--- src/logic/img_buffer_pkg.sv ---
// Shared constants and FSM states; stream words are fixed at 32 bits by the header format
`default_nettype none

package img_buffer_pkg;

    // Stream word and RAM entry width
    localparam int WORD_BITS = 32;

    // 256 words of frame storage by default
    localparam int DEFAULT_ADDR_BITS = 8;

    // Buffer controller states
    typedef enum logic [1:0] {
        WAIT_HDR,
        FILL,
        SEND
    } buf_state_e;

endpackage

`default_nettype wire

--- src/logic/frame_checksum.sv ---
// Additive 32-bit frame checksum, sums words accepted while valid is high and stall is low
`timescale 1ns/100ps
`default_nettype none

module frame_checksum (
    input  wire                                 clk_i,
    input  wire                                 reset,
    input  wire  [img_buffer_pkg::WORD_BITS-1:0] word_i,
    input  wire                                 valid_i,
    input  wire                                 last_i,
    input  wire                                 stall_i,
    output logic [img_buffer_pkg::WORD_BITS-1:0] checksum_o,
    output logic                                checksum_valid_o
);
    import img_buffer_pkg::*;

    logic [WORD_BITS-1:0] sum_q;
    logic [WORD_BITS-1:0] sum_next;
    logic                 accept;

    assign accept   = valid_i && !stall_i;
    // Wraps modulo 2**32
    assign sum_next = sum_q + word_i;

    always_ff @(posedge clk_i) begin
        if (reset) begin
            sum_q            <= '0;
            checksum_valid_o <= 1'b0;
        end else begin
            checksum_valid_o <= accept && last_i;
            if (accept) begin
                // Restart for the next frame
                sum_q <= last_i ? '0 : sum_next;
            end
        end
    end

    // Finished sum, qualified by checksum_valid_o
    always_ff @(posedge clk_i) begin
        if (accept && last_i) begin
            checksum_o <= sum_next;
        end
    end

endmodule

`default_nettype wire

--- config.mk ---
export PLATFORM = sky130hd
export DESIGN_NAME = frame_checksum
export DESIGN_NICKNAME = d
export VERILOG_FILES = /design/src/logic/img_buffer_pkg.sv /design/src/logic/frame_checksum.sv
export SDC_FILE = /design/constraint.sdc
export NUM_CORES = 1
export LEC_CHECK = 0
export ABC_AREA = 1
export BUFFER_PORTS_ARGS = -buffer_cell sky130_fd_sc_hd__buf_2
export CAP_MARGIN = 20
export CORE_MARGIN = 4
export CORE_UTILIZATION = 50
export DETAILED_ROUTE_END_ITERATION = 12
export GPL_ROUTABILITY_DRIVEN = 1
export PLACE_DENSITY_LB_ADDON = 0.2
export SLEW_MARGIN = 20
export SYNTH_ARGS = -nofsm -noshare
export SYNTH_HDL_FRONTEND = slang
export SYNTH_SLANG_ARGS = --single-unit
--- constraint.sdc ---
create_clock -name clk_i -period 3.4 [get_ports clk_i]
set_clock_uncertainty 0.05 [all_clocks]
set_input_delay 0.51 -clock clk_i [delete_from_list [all_inputs] [get_ports clk_i]]
set_output_delay 0.51 -clock clk_i [all_outputs]
set_load 0.02 [all_outputs]
# == Word level (Yosys, flattened, before mapping) ==
# Cells that the tools add are included.
# op_classes
addsub,1
muxes,1
reduce_logical,3
# ops
cell,count
adder 32 bit,1
2-to-1 mux 32 bit,1
logical AND 1 bit,2
logical NOT 1 bit,1
# word_totals
regBits,65
inputBits,37
output_inout_bits,33
word_cells,8

# == Depth between registers and ports, before layout ==
# depth
depth_word,3
ltp_mapped,12
mapped_depth_nobuf,12

# == Worst setup path after synthesis ==
# Ideal clock, no wire load.
# synth_path
kind,input-to-reg
startpoint,input stall_i
endpoint,register checksum_o[0] in the netlist's numbering (enable)
setup_ns,0.421
arrival_time_ns,2.265
t_required_ns,2.929
path_slack_ns,0.664
stages,4
path_buffers,1
cell_sequence,inv_1 > nand2_1 > clkbuf_1 > nor2_1
# synth_between
elab_chain_len,3
# synth_lines
element,line,source
start: declaration,frame_checksum.sv:11,"input wire stall_i,"
logical NOT 1 bit,frame_checksum.sv:21,assign accept = valid_i && !stall_i;
logical AND 1 bit,frame_checksum.sv:21,
logical AND 1 bit,frame_checksum.sv:40,if (accept && last_i) begin
end signal: assignment,frame_checksum.sv:41,checksum_o <= sum_next;
end: declaration,frame_checksum.sv:12,"output logic [img_buffer_pkg::WORD_BITS-1:0] checksum_o,"
# No other way between the ends.
# A chain may end at the register's enable or synchronous reset.

# == Final worst setup path ==
# layout_path
startpoint,register sum_q[15]
endpoint,register checksum_o[25] in the netlist's numbering (data pin)
# layout_between
elab_chain_len,1
# layout_lines
element,line,source
start: declaration,frame_checksum.sv:17,logic [WORD_BITS-1:0] sum_q;
start signal: assignment,frame_checksum.sv:33,sum_q <= last_i ? '0 : sum_next;
adder 32 bit,frame_checksum.sv:23,assign sum_next = sum_q + word_i;
named net sum_next[25],frame_checksum.sv:18,logic [WORD_BITS-1:0] sum_next;
# The timed path passes the listed nets, and every way through them passes these cells.

==> impl_metrics.csv <==
group,metric,value,unit
synth,synthCells,680,
placed_design,hpwlAfterDp,8960,µm
die,start_util,51.8,%
synth,synth_top_area_share,22.8,%
synth,ys_seq_area_share,35.8,%
die,die-height,103,µm
global_routing,grt_pass1_vias,4119,
worst_hold_path,min_path_cells,2,
worst_setup_path,critPathMaxFanout,4,
sta,setup_tns,0,ns
sta,fmax,467,MHz
clock_network,cts_setup_buffers,0,
clock_network,cts_inserted_buffers,9,
synth,syn-num-nets,749,
placed_design,placed_cells,850,
route,viasPerCell,4.93,
worst_setup_path,arrival,2.19,ns
synth,synth_top_area_cell,"nand2_1",
route,ant_nets,0,
synth,syn-cell-area,4540,µm²
power,power_density,361,nW/µm²
worst_setup_path,worstSetupStartpointType,"flop",
route,wirelength,11500,µm
power,peakVddDrop,0.200,mV
route,drc,0,
worst_setup_path,reg2reg_depth,10,
global_routing,grt_max_degree,36,
route,drtIter0Drc,185,
die,die_w,103,µm
placed_design,port_buffers,69,
placed_design,dpl_worst_slack,0.963,ns
final_layout,final_cells,866,
sta,fin_crit,2.14,ns
final_layout,drive_gt1_share,13.3,%
sta,tightestPinTransition,0.690,ns
synth,synth-simple-area-share,35.0,%
worst_setup_path,crit_type,"reg -> reg",
final_layout,mostFrequentLayoutCells,"nand2_1, inv_1, buf_2, a21oi_1, nor2_1",
global_routing,grt_antenna_before_repair,0,
clock_network,cts.path.max_buffers,2,
worst_setup_path,critical-path-max-stage-delay,0.36,ns
sta,finalHoldViolations,0,
die,core_area,8760,µm²
status,outcome,"complete, no violations",
clock_network,insertion_delay,0.34,ns
worst_setup_path,endpoint_kind,"flop",
placed_design,gp_congestion,0.932,
synth,synth_compound_area_share,6.23,%
global_routing,globalRouteOverflowTotal,0,
final_layout,fin_area,5190,µm²
worst_setup_path,crit_required,3.45,ns
clock_network,cts_tree,"done",
synth,synthAdderAreaFrac,8.99,%
clock_network,htree_levels,3,
clock_network,ctsResizeCount,0,
clock_network,cts_root_buffer,"clkbuf_8",
global_routing,grt_pass1_wl,19400,µm
synth,synth.distinct_cells,26,
worst_setup_path,cp_slowest_cell,"ha_1",
global_routing,grt_usage,23.3,%
power,p_total,1.88,mW
sta,setup_viol,0,
synth,syn_area_per_cell,6.67,µm²
synth,ys_ff_latch,65,
route,wire_per_inst,13.3,µm
sta,worst_slack,1.26,ns
worst_setup_path,crit_chain,"ha_1 -> nand2_1 -> inv_1 -> nand2_1 -> nand2_1 -> inv_1 -> nand2_1 -> a21oi_1 -> nand3_1 -> and2_1",
final_layout,final_common_cell,"nand2_1",
final_layout,area_delta_synth_final,14.5,%
worst_setup_path,crit_top_cell,"nand2_1",
synth,synthMuxAreaShare,0,%
sta,rsz0062_at_grt,"false",
route,dr.pass1.iters,5,
route,vias,4268,
placed_design,placed_area,5000,µm²
final_layout,nets,822,
synth,ys_warn_count,0,
job,maxCapViolations,0,
power,p_leak,2.80,nW
synth,synth.area.top_cells,"nand2_1, edfxtp_1, dfxtp_1",
die,boundaryPins,70,
sta,timing.final.crit_share,63.0,%
die,num_rows,34,
clock_network,clock-sinks,65,
synth,synthXorXnorAreaFrac,3.42,%
die,dieArea,10700,µm²
sta,slew_headroom,54.0,%
sta,slew_violations,0,
final_layout,num_antenna_cells,0,
clock_network,postCtsHoldBufs,0,
worst_hold_path,hp-class,"reg -> reg",
synth,synth_top_family_by_area,"simple AND/OR/NAND/NOR gates",
clock_network,clkTransAtPathRegs,0.07,ns
-- kinds of logic after synthesis --
family | Yosys count
compound gates | 55
xor+xnor | 16
fa+ha+maj | 32
buf+inv | 128
flops | 65
simple gates | 384
-- worst paths after layout --
kind                                                  to                    from  slack (ns)
worst max register to register  checksum_o[25]$_DFFE_PP_  sum_q[15]$_SDFFE_PP0P_        1.26
worst max-delay path            checksum_o[25]$_DFFE_PP_  sum_q[15]$_SDFFE_PP0P_        1.26
worst min register to register    sum_q[27]$_SDFFE_PP0P_  sum_q[27]$_SDFFE_PP0P_        0.42
worst min-delay path              sum_q[27]$_SDFFE_PP0P_  sum_q[27]$_SDFFE_PP0P_        0.42
-- metal layers --
layer	part of all wire (%)	vias up	routed length, µm	global-route usage, %
li1	-	2248	-	-
met1	47	1898	5390	31.6
met2	45	107	5180	38.5
met3	6.3	15	727	3.42
met4	1.6	0	188	7.67
met5	0	-	0	0
-- worst max-delay path, delay by kind of cell, from the launching register on --
family          cells  cell delay (ns)
fa+ha+maj           1             0.36
compound gates      1             0.30
flops               1             0.32
buf+inv             2             0.12
simple gates        6             0.76
-- registers in the layout (all words and copies together), names as in the netlist --
| signal | count |
|---|---|
| checksum_o | 32 |
| sum_q | 32 |
| checksum_valid_o | 1 |
-- where the power goes --
part	internal, mW	total, mW	switching, mW
clock network	0.358	0.649	0.292
registers	0.860	0.871	0.0110
logic	0.123	0.357	0.234
total	1.34	1.88	0.537
-- cell type report --
cell class                 instances  area (µm²)
clock buffer                      13         149
clock inverter                     3        40.0
fill                             863        3570
inverter                         118         443
multi-input combinational        487        2440
sequential                        65        1620
tap                              108         135
timing repair buffer              72         368
-- synth_stat cells, drive strengths merged --
library cell and number:
o21bai 2, inv 118, buf 2, clkbuf 8
and2 15, nand4 1, a21oi 52, nand2 280
a21o 1, xor2 15, nor3 4, nor2 42
edfxtp 32, xnor2 1, dfxtp 33, ha 31
nand3 40, fa 1, nand3b 2
-- per-stage QoR --
step,hold WS [ns],util (%)
floorplan,0.399,-
global placement,0.407,57.1
detailed placement,0.410,57.1
CTS,0.403,59.3
global route,0.432,59.3
finish,0.417,59.3
Note: power is estimated with default switching activity, not from simulation.
