[src/logic/img_buffer_pkg.sv]
// Shared constants and FSM states; stream words are fixed at 32 bits by the header format
`default_nettype none

package img_buffer_pkg;

    // Stream word and RAM entry width
    localparam int WORD_BITS = 32;

    // 256 words of frame storage by default
    localparam int DEFAULT_ADDR_BITS = 8;

    // Buffer controller states
    typedef enum logic [1:0] {
        WAIT_HDR,
        FILL,
        SEND
    } buf_state_e;

endpackage

`default_nettype wire

[src/logic/img_buffer.sv]
// Store-and-forward frame buffer; frames must be 2 to 2**ADDR_BITS words, input is dropped in SEND
`timescale 1ns/100ps
`default_nettype none

module img_buffer #(
    parameter int ADDR_BITS = img_buffer_pkg::DEFAULT_ADDR_BITS
) (
    input  wire                                 clk_i,
    input  wire                                 reset,
    input  wire  [img_buffer_pkg::WORD_BITS-1:0] in_data_i,
    input  wire                                 in_valid_i,
    input  wire                                 downstream_stall_i,
    output logic [img_buffer_pkg::WORD_BITS-1:0] out_data_o,
    output logic                                out_valid_o,
    output logic                                out_last_o,
    output logic                                upstream_stall_o,
    output logic [ADDR_BITS-1:0]                ram_addr_o,
    output logic [img_buffer_pkg::WORD_BITS-1:0] ram_wdata_o,
    output logic                                ram_we_o,
    input  wire  [img_buffer_pkg::WORD_BITS-1:0] ram_rdata_i
);
    import img_buffer_pkg::*;

    // One extra bit so a full-depth frame length fits
    localparam int CNT_BITS = ADDR_BITS + 1;

    buf_state_e           state_q;
    logic [CNT_BITS-1:0]  count_q;
    logic [CNT_BITS-1:0]  len_q;
    logic [WORD_BITS-1:0] data_q;
    logic [WORD_BITS-1:0] second_q;

    logic [CNT_BITS-1:0]  hdr_len;
    logic [CNT_BITS-1:0]  rd_index;
    logic                 sending;
    logic                 accept;
    logic                 last_word;

    // Byte count rounded up to whole words
    assign hdr_len = in_data_i[CNT_BITS+1:2] + {{(CNT_BITS-1){1'b0}}, |in_data_i[1:0]};

    assign sending   = (state_q == SEND);
    assign accept    = sending && !downstream_stall_i;
    assign last_word = (count_q == len_q - CNT_BITS'(1));

    assign out_data_o       = data_q;
    assign out_valid_o      = sending;
    assign out_last_o       = sending && last_word;
    assign upstream_stall_o = sending;

    // Read address sits one past the word that will be shown next cycle
    assign rd_index = count_q + (accept ? CNT_BITS'(2) : CNT_BITS'(1));

    // count_q is zero in WAIT_HDR, so the header goes to address 0
    assign ram_addr_o  = sending ? rd_index[ADDR_BITS-1:0] : count_q[ADDR_BITS-1:0];
    assign ram_wdata_o = in_data_i;
    assign ram_we_o    = in_valid_i && !sending;

    always_ff @(posedge clk_i) begin
        if (reset) begin
            state_q <= WAIT_HDR;
            count_q <= '0;
            len_q   <= '0;
        end else begin
            case (state_q)
                WAIT_HDR: begin
                    if (in_valid_i) begin
                        len_q   <= hdr_len;
                        count_q <= CNT_BITS'(1);
                        state_q <= FILL;
                    end
                end
                FILL: begin
                    if (in_valid_i) begin
                        if (last_word) begin
                            count_q <= '0;
                            state_q <= SEND;
                        end else begin
                            count_q <= count_q + CNT_BITS'(1);
                        end
                    end
                end
                SEND: begin
                    if (accept) begin
                        if (last_word) begin
                            count_q <= '0;
                            len_q   <= '0;
                            state_q <= WAIT_HDR;
                        end else begin
                            count_q <= count_q + CNT_BITS'(1);
                        end
                    end
                end
                default: state_q <= WAIT_HDR;
            endcase
        end
    end

    // The RAM is still busy writing when SEND starts, so word 1 is kept aside
    always_ff @(posedge clk_i) begin
        if (state_q == FILL && in_valid_i && count_q == CNT_BITS'(1)) begin
            second_q <= in_data_i;
        end
    end

    // Header goes straight to the output, later words come from the RAM
    always_ff @(posedge clk_i) begin
        if (state_q == WAIT_HDR && in_valid_i) begin
            data_q <= in_data_i;
        end else if (accept && !last_word) begin
            data_q <= (count_q == '0) ? second_q : ram_rdata_i;
        end
    end

endmodule

`default_nettype wire

[config.mk]
export PLATFORM = sky130hd
export DESIGN_NAME = img_buffer
export DESIGN_NICKNAME = d
export VERILOG_FILES = /design/src/logic/img_buffer_pkg.sv /design/src/logic/img_buffer.sv
export SDC_FILE = /design/constraint.sdc
export NUM_CORES = 1
export LEC_CHECK = 0
export BUFFER_PORTS_ARGS = -buffer_cell sky130_fd_sc_hd__buf_2
export CAP_MARGIN = 20
export CORE_MARGIN = 3
export CORE_UTILIZATION = 45
export CTS_BUF_LIST = sky130_fd_sc_hd__clkbuf_8
export CTS_CLUSTER_SIZE = 16
export DETAILED_ROUTE_END_ITERATION = 7
export PLACE_DENSITY_LB_ADDON = 0.3
export SYNTH_ARGS = -nofsm -noshare
export SYNTH_HDL_FRONTEND = slang
export SYNTH_SLANG_ARGS = --single-unit
[constraint.sdc]
create_clock -name clk_i -period 6.35 [get_ports clk_i]
set_input_delay 0.3175 -clock clk_i [delete_from_list [all_inputs] [get_ports clk_i]]
set_output_delay 0.3175 -clock clk_i [all_outputs]
set_load 0.05 [all_outputs]
; ---- After elaboration in Yosys (flattened, before gate mapping)
; Index checks and enable logic that the tools add are counted.
[op_classes]
n_eq_ne = 9
addsub = 4
n_mux = 20
reduce_logical = 19
[ops]
columns = cell, n
row1 = $mux 32, 3
row2 = $mux 9, 7
row3 = $pmux 9 s3, 1
row4 = $pmux 9 s2, 1
row5 = $mux 2, 6
row6 = $add 9x1->9, 1
row7 = $add 9x1->9 const B, 1
row8 = $eq 9x1->1 const B, 1
row9 = $eq 9x9->1, 1
row10 = $logic_not 9->1, 1
row11 = $sub 9x1->9 const B, 1
row12 = $add 8x2->8, 1
row13 = $mux 8, 1
row14 = $reduce_and 4->1, 2
row15 = $logic_and 1x1->1, 7
row16 = $ne 2x2->1 const B, 3
row17 = $pmux 2 s3, 1
row18 = $reduce_and 5->1, 1
row19 = $ne 2x1->1 const B, 2
row20 = $reduce_bool 2->1, 2
row21 = $logic_not 1->1, 3
row22 = $reduce_bool 3->1, 1
row23 = $eq 2x1->1 const B, 1
row24 = $eq 2x2->1 const B, 1
row25 = other kinds (2), 2
[word_totals]
out_inout_bits = 76
input_bits = 68
register_bits = 84

; ---- Logic depth before layout (Yosys ltp)
[depth]
depth_word = 6
depth_mapped = 11
ltp_nobuf = 10

; ---- Worst setup path after synthesis
; Ideal clock, no wire load.
[synth_path]
path_type = reg2out
from = register state_q[0]
to = output ram_addr_o[7]
t_required_ps = 6032
arrival_ps = 2929
setup_slack_ps = 3104
stages_incl_launch_ff = 12
cell_sequence = dfxtp_1 > inv_1 > ha_1 > clkbuf_1 > nand2_1 > inv_1 > ha_1 > a21oi_1 > nor2_1 > and3_1 > nand3_1 > xnor2_1
[synth_between]
elab_chain_len = 5
[synth_lines]
columns = element, line
row1 = "start, declared", img_buffer.sv:27  ; buf_state_e state_q;
row2 = "start signal, assigned", img_buffer.sv:61  ; state_q <= WAIT_HDR;
row3 = "start signal, assigned", img_buffer.sv:70  ; state_q <= FILL;
row4 = "start signal, assigned", img_buffer.sv:77  ; state_q <= SEND;
row5 = $eq 2x2->1 (*), img_buffer.sv:42  ; assign sending = (state_q == SEND);
row6 = named net out_valid_o, img_buffer.sv:14  ; output logic out_valid_o,
row7 = $logic_and 1x1->1, img_buffer.sv:43  ; assign accept = sending && !downstream_stall_i;
row8 = $mux 2, img_buffer.sv:52  ; assign rd_index = count_q + (accept ? CNT_BITS'(2) : CNT_BITS'(1));
row9 = $add 8x2->8, img_buffer.sv:52
row10 = $mux 8 (*), img_buffer.sv:55  ; assign ram_addr_o = sending ? rd_index[ADDR_BITS-1:0] : count_q[ADDR_BITS-1:0];
row11 = "end, declared", img_buffer.sv:17  ; output logic [ADDR_BITS-1:0] ram_addr_o,
; Mark *: on every way through the listed nets, which the timed path passes. The rest lies on a longest branch.

; ---- Worst setup path in the final report
[layout_path]
from = register state_q[0]
to = output ram_addr_o[7]
[layout_between]
elab_chain_len = 5
[layout_lines]
columns = element, line
row1 = $eq 2x2->1 (*), img_buffer.sv:42
row2 = $logic_and 1x1->1, img_buffer.sv:43
row3 = $mux 2, img_buffer.sv:52
row4 = $add 8x2->8, img_buffer.sv:52
row5 = $mux 8 (*), img_buffer.sv:55
; Mark *: on every way between the ends. The rest lies on a longest branch, timed or not.

==> implementation parameters <==
Parameter                              Value

Run status
  Status ... completed

Place
  Count of port buffers added during placement ... 143
  Placed wire-length estimate ... 6860 um
  Routability congestion estimate from global placement ... 0.832
  Placed inst area ... 5080 um^2
  Setup WS pre-CTS ... 3.37 ns

Route
  # DRC ... 0
  Number of DRC markers after the initial detailed-route iteration ... 237
  Number of vias after detailed routing ... 3,312
  Average wire per cell in the routed design ... 15.1 um
  Post-route antenna net violation count ... 0
  Final Routed Wirelength ... 9860 um
  Via density per instance ... 5.08
  Pre-Repair DR Iteration Count ... 4

Cells and area
  Net count of the finished layout ... 597
  Number of antenna cells inserted ... 0
  Final cell area excluding filler cells ... 5330 um^2
  Share of layout cells above drive strength 1 ... 33.3%
  Area added between synthesis and finish ... 17.1%
  Most frequent cells in the layout ... buf_2, edfxtp_1, nand2_1
  Utilization after layout ... 54.2%
  Number of fill cells in the layout ... 866
  Leading cell type in the layout, fill and taps excluded ... buf_2

Clock network
  CTS tree ... done
  Number of instances resized during post-cts repair ... 0
  Root Buffer Master ... clkbuf_8
  Deepest clock path buffer count ... 2
  Max H-tree Level ... 3
  Count of hold buffers inserted by post-cts repair ... 0
  Clock-pin slew on the worst setup and hold paths ... 0.09 ns
  Number of CTS-inserted buffers ... 9
  Insertion delay of the later-clocked pin in the worst-skew pair ... 0.36 ns
  Number of setup buffers added after CTS ... 0
  CTS sink count ... 84

Synthesis
  Fraction of the yosys area taken by sequential cells ... 51.1%
  Yosys cell types ... 52
  Yosys warning count ... 0
  Mapped Cells ... 417
  Number of synthesized flops with an enable pin ... 64
  Top_reg_cell synth ... edfxtp_1
  Number of nets in the synthesized netlist ... 500
  Mean Syn Cell Area ... 10.9 um^2
  Synth async-reset ratio ... 0%
  Synthesis-stage register bit count ... 84
  Post-synthesis instance area ... 4550 um^2

STA
  Final setup margin ... 3.00 ns
  Shortest clock period the worst path allows after layout ... 3.35 ns
  Number of failing setup endpoints in the final timing report ... 0
  Number of hold violations in the final report ... 0
  Achievable clock frequency ... 0.298 GHz
  Worst-case hold slack ... 0.150 ns
  Worst slew pin tran ... 1.04 ns
  Unrepaired setup endpoints after global routing ... no
  Clock Skew ... 0.0154 ns
  Final sum of negative setup slack ... 0 ns
  Slew HR ... 30.7%
  Count of final max-slew check failures ... 0
  Final period utilization ... 52.8%

Critical path
  CP Max Fanout ... 23
  Crit Path Category ... flip-flop to output pin
  Startpoint of the worst-slack reg-to-reg timing path ... len_q[2]
  Max stage delay cell, worst path ... ha_1
  Critical R2R Capture ... out_data_o[8]
  Signal arrival time at the worst endpoint ... 3.04 ns
  Setup crit end kind ... output pin
  Required time of the critical path ... 6.03 ns
  Worst Setup Start Kind ... flip-flop
  Start point of the critical path ... state_q[0]
  Number of buffer and inverter stages on the critical path ... 3
  Internal reg-to-reg setup slack ... 3.39 ns
  Cell family with most CP delay ... adder cells
  Crit-path cells ... inv_1, ha_1, nand2_1, inv_1, ha_1, a21oi_1, nor2_1, and3_1, nand3_1, xnor2_1, buf_2
  Largest stage delay on the critical path ... 0.63 ns
  Logic depth of the worst register-to-register path ... 6

Floorplan
  Vertical die dimension ... 107 um
  Starting density of the core ... 46.3%
  Width of the chip ... 107 um
  Site row count ... 36
  Die area ... 11,300 um^2
  Area of the core ... 9820 um^2
  I/O pin cnt ... 144

GRT
  Global routing met2 resource utilization ... 27.5%
  Antenna violations before repair ... 0
  GRT Total Usage ... 17.4%
  Largest net degree at the start of global routing ... 68
  First-pass GRT wire length ... 15,700 um
  Global route overflow ... 0
  Vias in the first global route ... 3,016
  Met3 track demand over resource ... 3.83%
  Met1 layer usage reported by global route ... 23.7%
  Most used routing layer ... met2

Power and ir drop
  Power density relative to cell area ... 419 nW/um^2
  Leakage Power ... 2.18 nW
  Switching power share of the total ... 43.1%
  Cell-internal power ... 1.27 mW
  Maximum vdd drop ... 0.179 mV
  Relative contribution of sequential cells to total power ... 36.3%
  Combinational fraction of design power ... 44.7%
  Part of the total power dissipated in the clock network ... 19.0%
  NetSw ... 0.963 mW

Hold path
  Hold Path Sink ... second_q[26]
  Worst hold path stage count ... 1
  Hold Path Class ... primary input to flip-flop
  Source of the worst hold timing path ... in_data_i[26]

Run
  Count of max-cap constraint violations ... 0
## how the worst max path moves through the flow
stage,to,slack [ns],cells after the start
6_report,ram_addr_o[7],3.00,11
3_5_place_dp,ram_addr_o[7],3.37,11
4_1_cts,ram_addr_o[7],2.95,11
5_1_grt,ram_addr_o[7],2.70,11
2_1_floorplan,ram_addr_o[7],3.10,11
3_3_place_gp,ram_addr_o[7],3.48,11
## power groups by stage
stage / Clock [mW] / Sequential (mW) / Combinational [mW]
after floorplan: 0 / 1.08 / 0.536
after global placement: 0 / 0.820 / 0.984
after detailed placement: 0 / 0.823 / 0.996
after CTS: 0.435 / 0.811 / 0.998
after global routing: 0.462 / 0.822 / 1.08
final: 0.425 / 0.810 / 0.998
## cells by family (layout without fill, tap and decap cells)
kind of cell             count (synthesis)  after routing  synth area share, %
AO/OA/AOI/OAI                           71             71                 9.88
XOR/XNOR                                29             29                 5.89
adder cells (fa/ha/maj)                 15             15                 4.29
buffers and inverters                   69            171                 8.70
flip-flops                              84             84                 51.1
multiplexers                            34             34                 7.48
AND/OR/NAND/NOR                        115            115                 12.7
## layout make-up
cell class	instances	area [um^2]	share of cell area [%]
Inverter	10	37.5	0.705
Sequential cell	84	2320	43.6
Clock buffer	9	124	2.33
Multi-Input combinational cell	264	1830	34.4
Tap cell	133	166	3.13
Clock inverter	7	97.6	1.83
Timing Repair Buffer	145	743	14.0
## registers in the layout, summed over array words and instances (netlist names)
| name | count |
|---|---|
| second_q | 32 |
| out_data_o | 32 |
| state_q | 2 |
| len_q | 9 |
| count_q | 9 |
## layer usage
layer	routed length (um)	share of wire, %	vias to the layer above
met1	4480	45	1538
met4	129	1.3	0
met3	586	5.9	10
met2	4660	47	104
li1	-	-	1660
met5	0	0	-
## cell usage after synthesis, types with 12 or more instances
cell | count | area (um^2)
edfxtp_1 | 64 | 1920
nand2_1 | 41 | 154
mux2i_1 | 34 | 340
buf_4 | 33 | 248
o21ai_0 | 30 | 150
dfxtp_1 | 20 | 400
clkbuf_1 | 18 | 67.6
xnor2_1 | 16 | 140
nand3_1 | 15 | 75.1
a21oi_1 | 14 | 70.1
ha_1 | 14 | 175
nor2_1 | 13 | 48.8
xor2_1 | 12 | 105
## worst reg2reg max path: cells and delay by family (launching register included)
family	cells	cell delay [ns]
buffers and inverters	1	0.38
AND/OR/NAND/NOR	1	0.57
AO/OA/AOI/OAI	4	1.27
flip-flops	1	0.37
## per-stage QoR
stage | power, mW | cells
after CTS | 2.24 | 651
after global routing | 2.37 | 652
after global placement | 1.80 | 635
final | 2.23 | 652
after floorplan | 1.62 | 417
after detailed placement | 1.82 | 635
No activity file was read; power rests on OpenSTA's default activity.
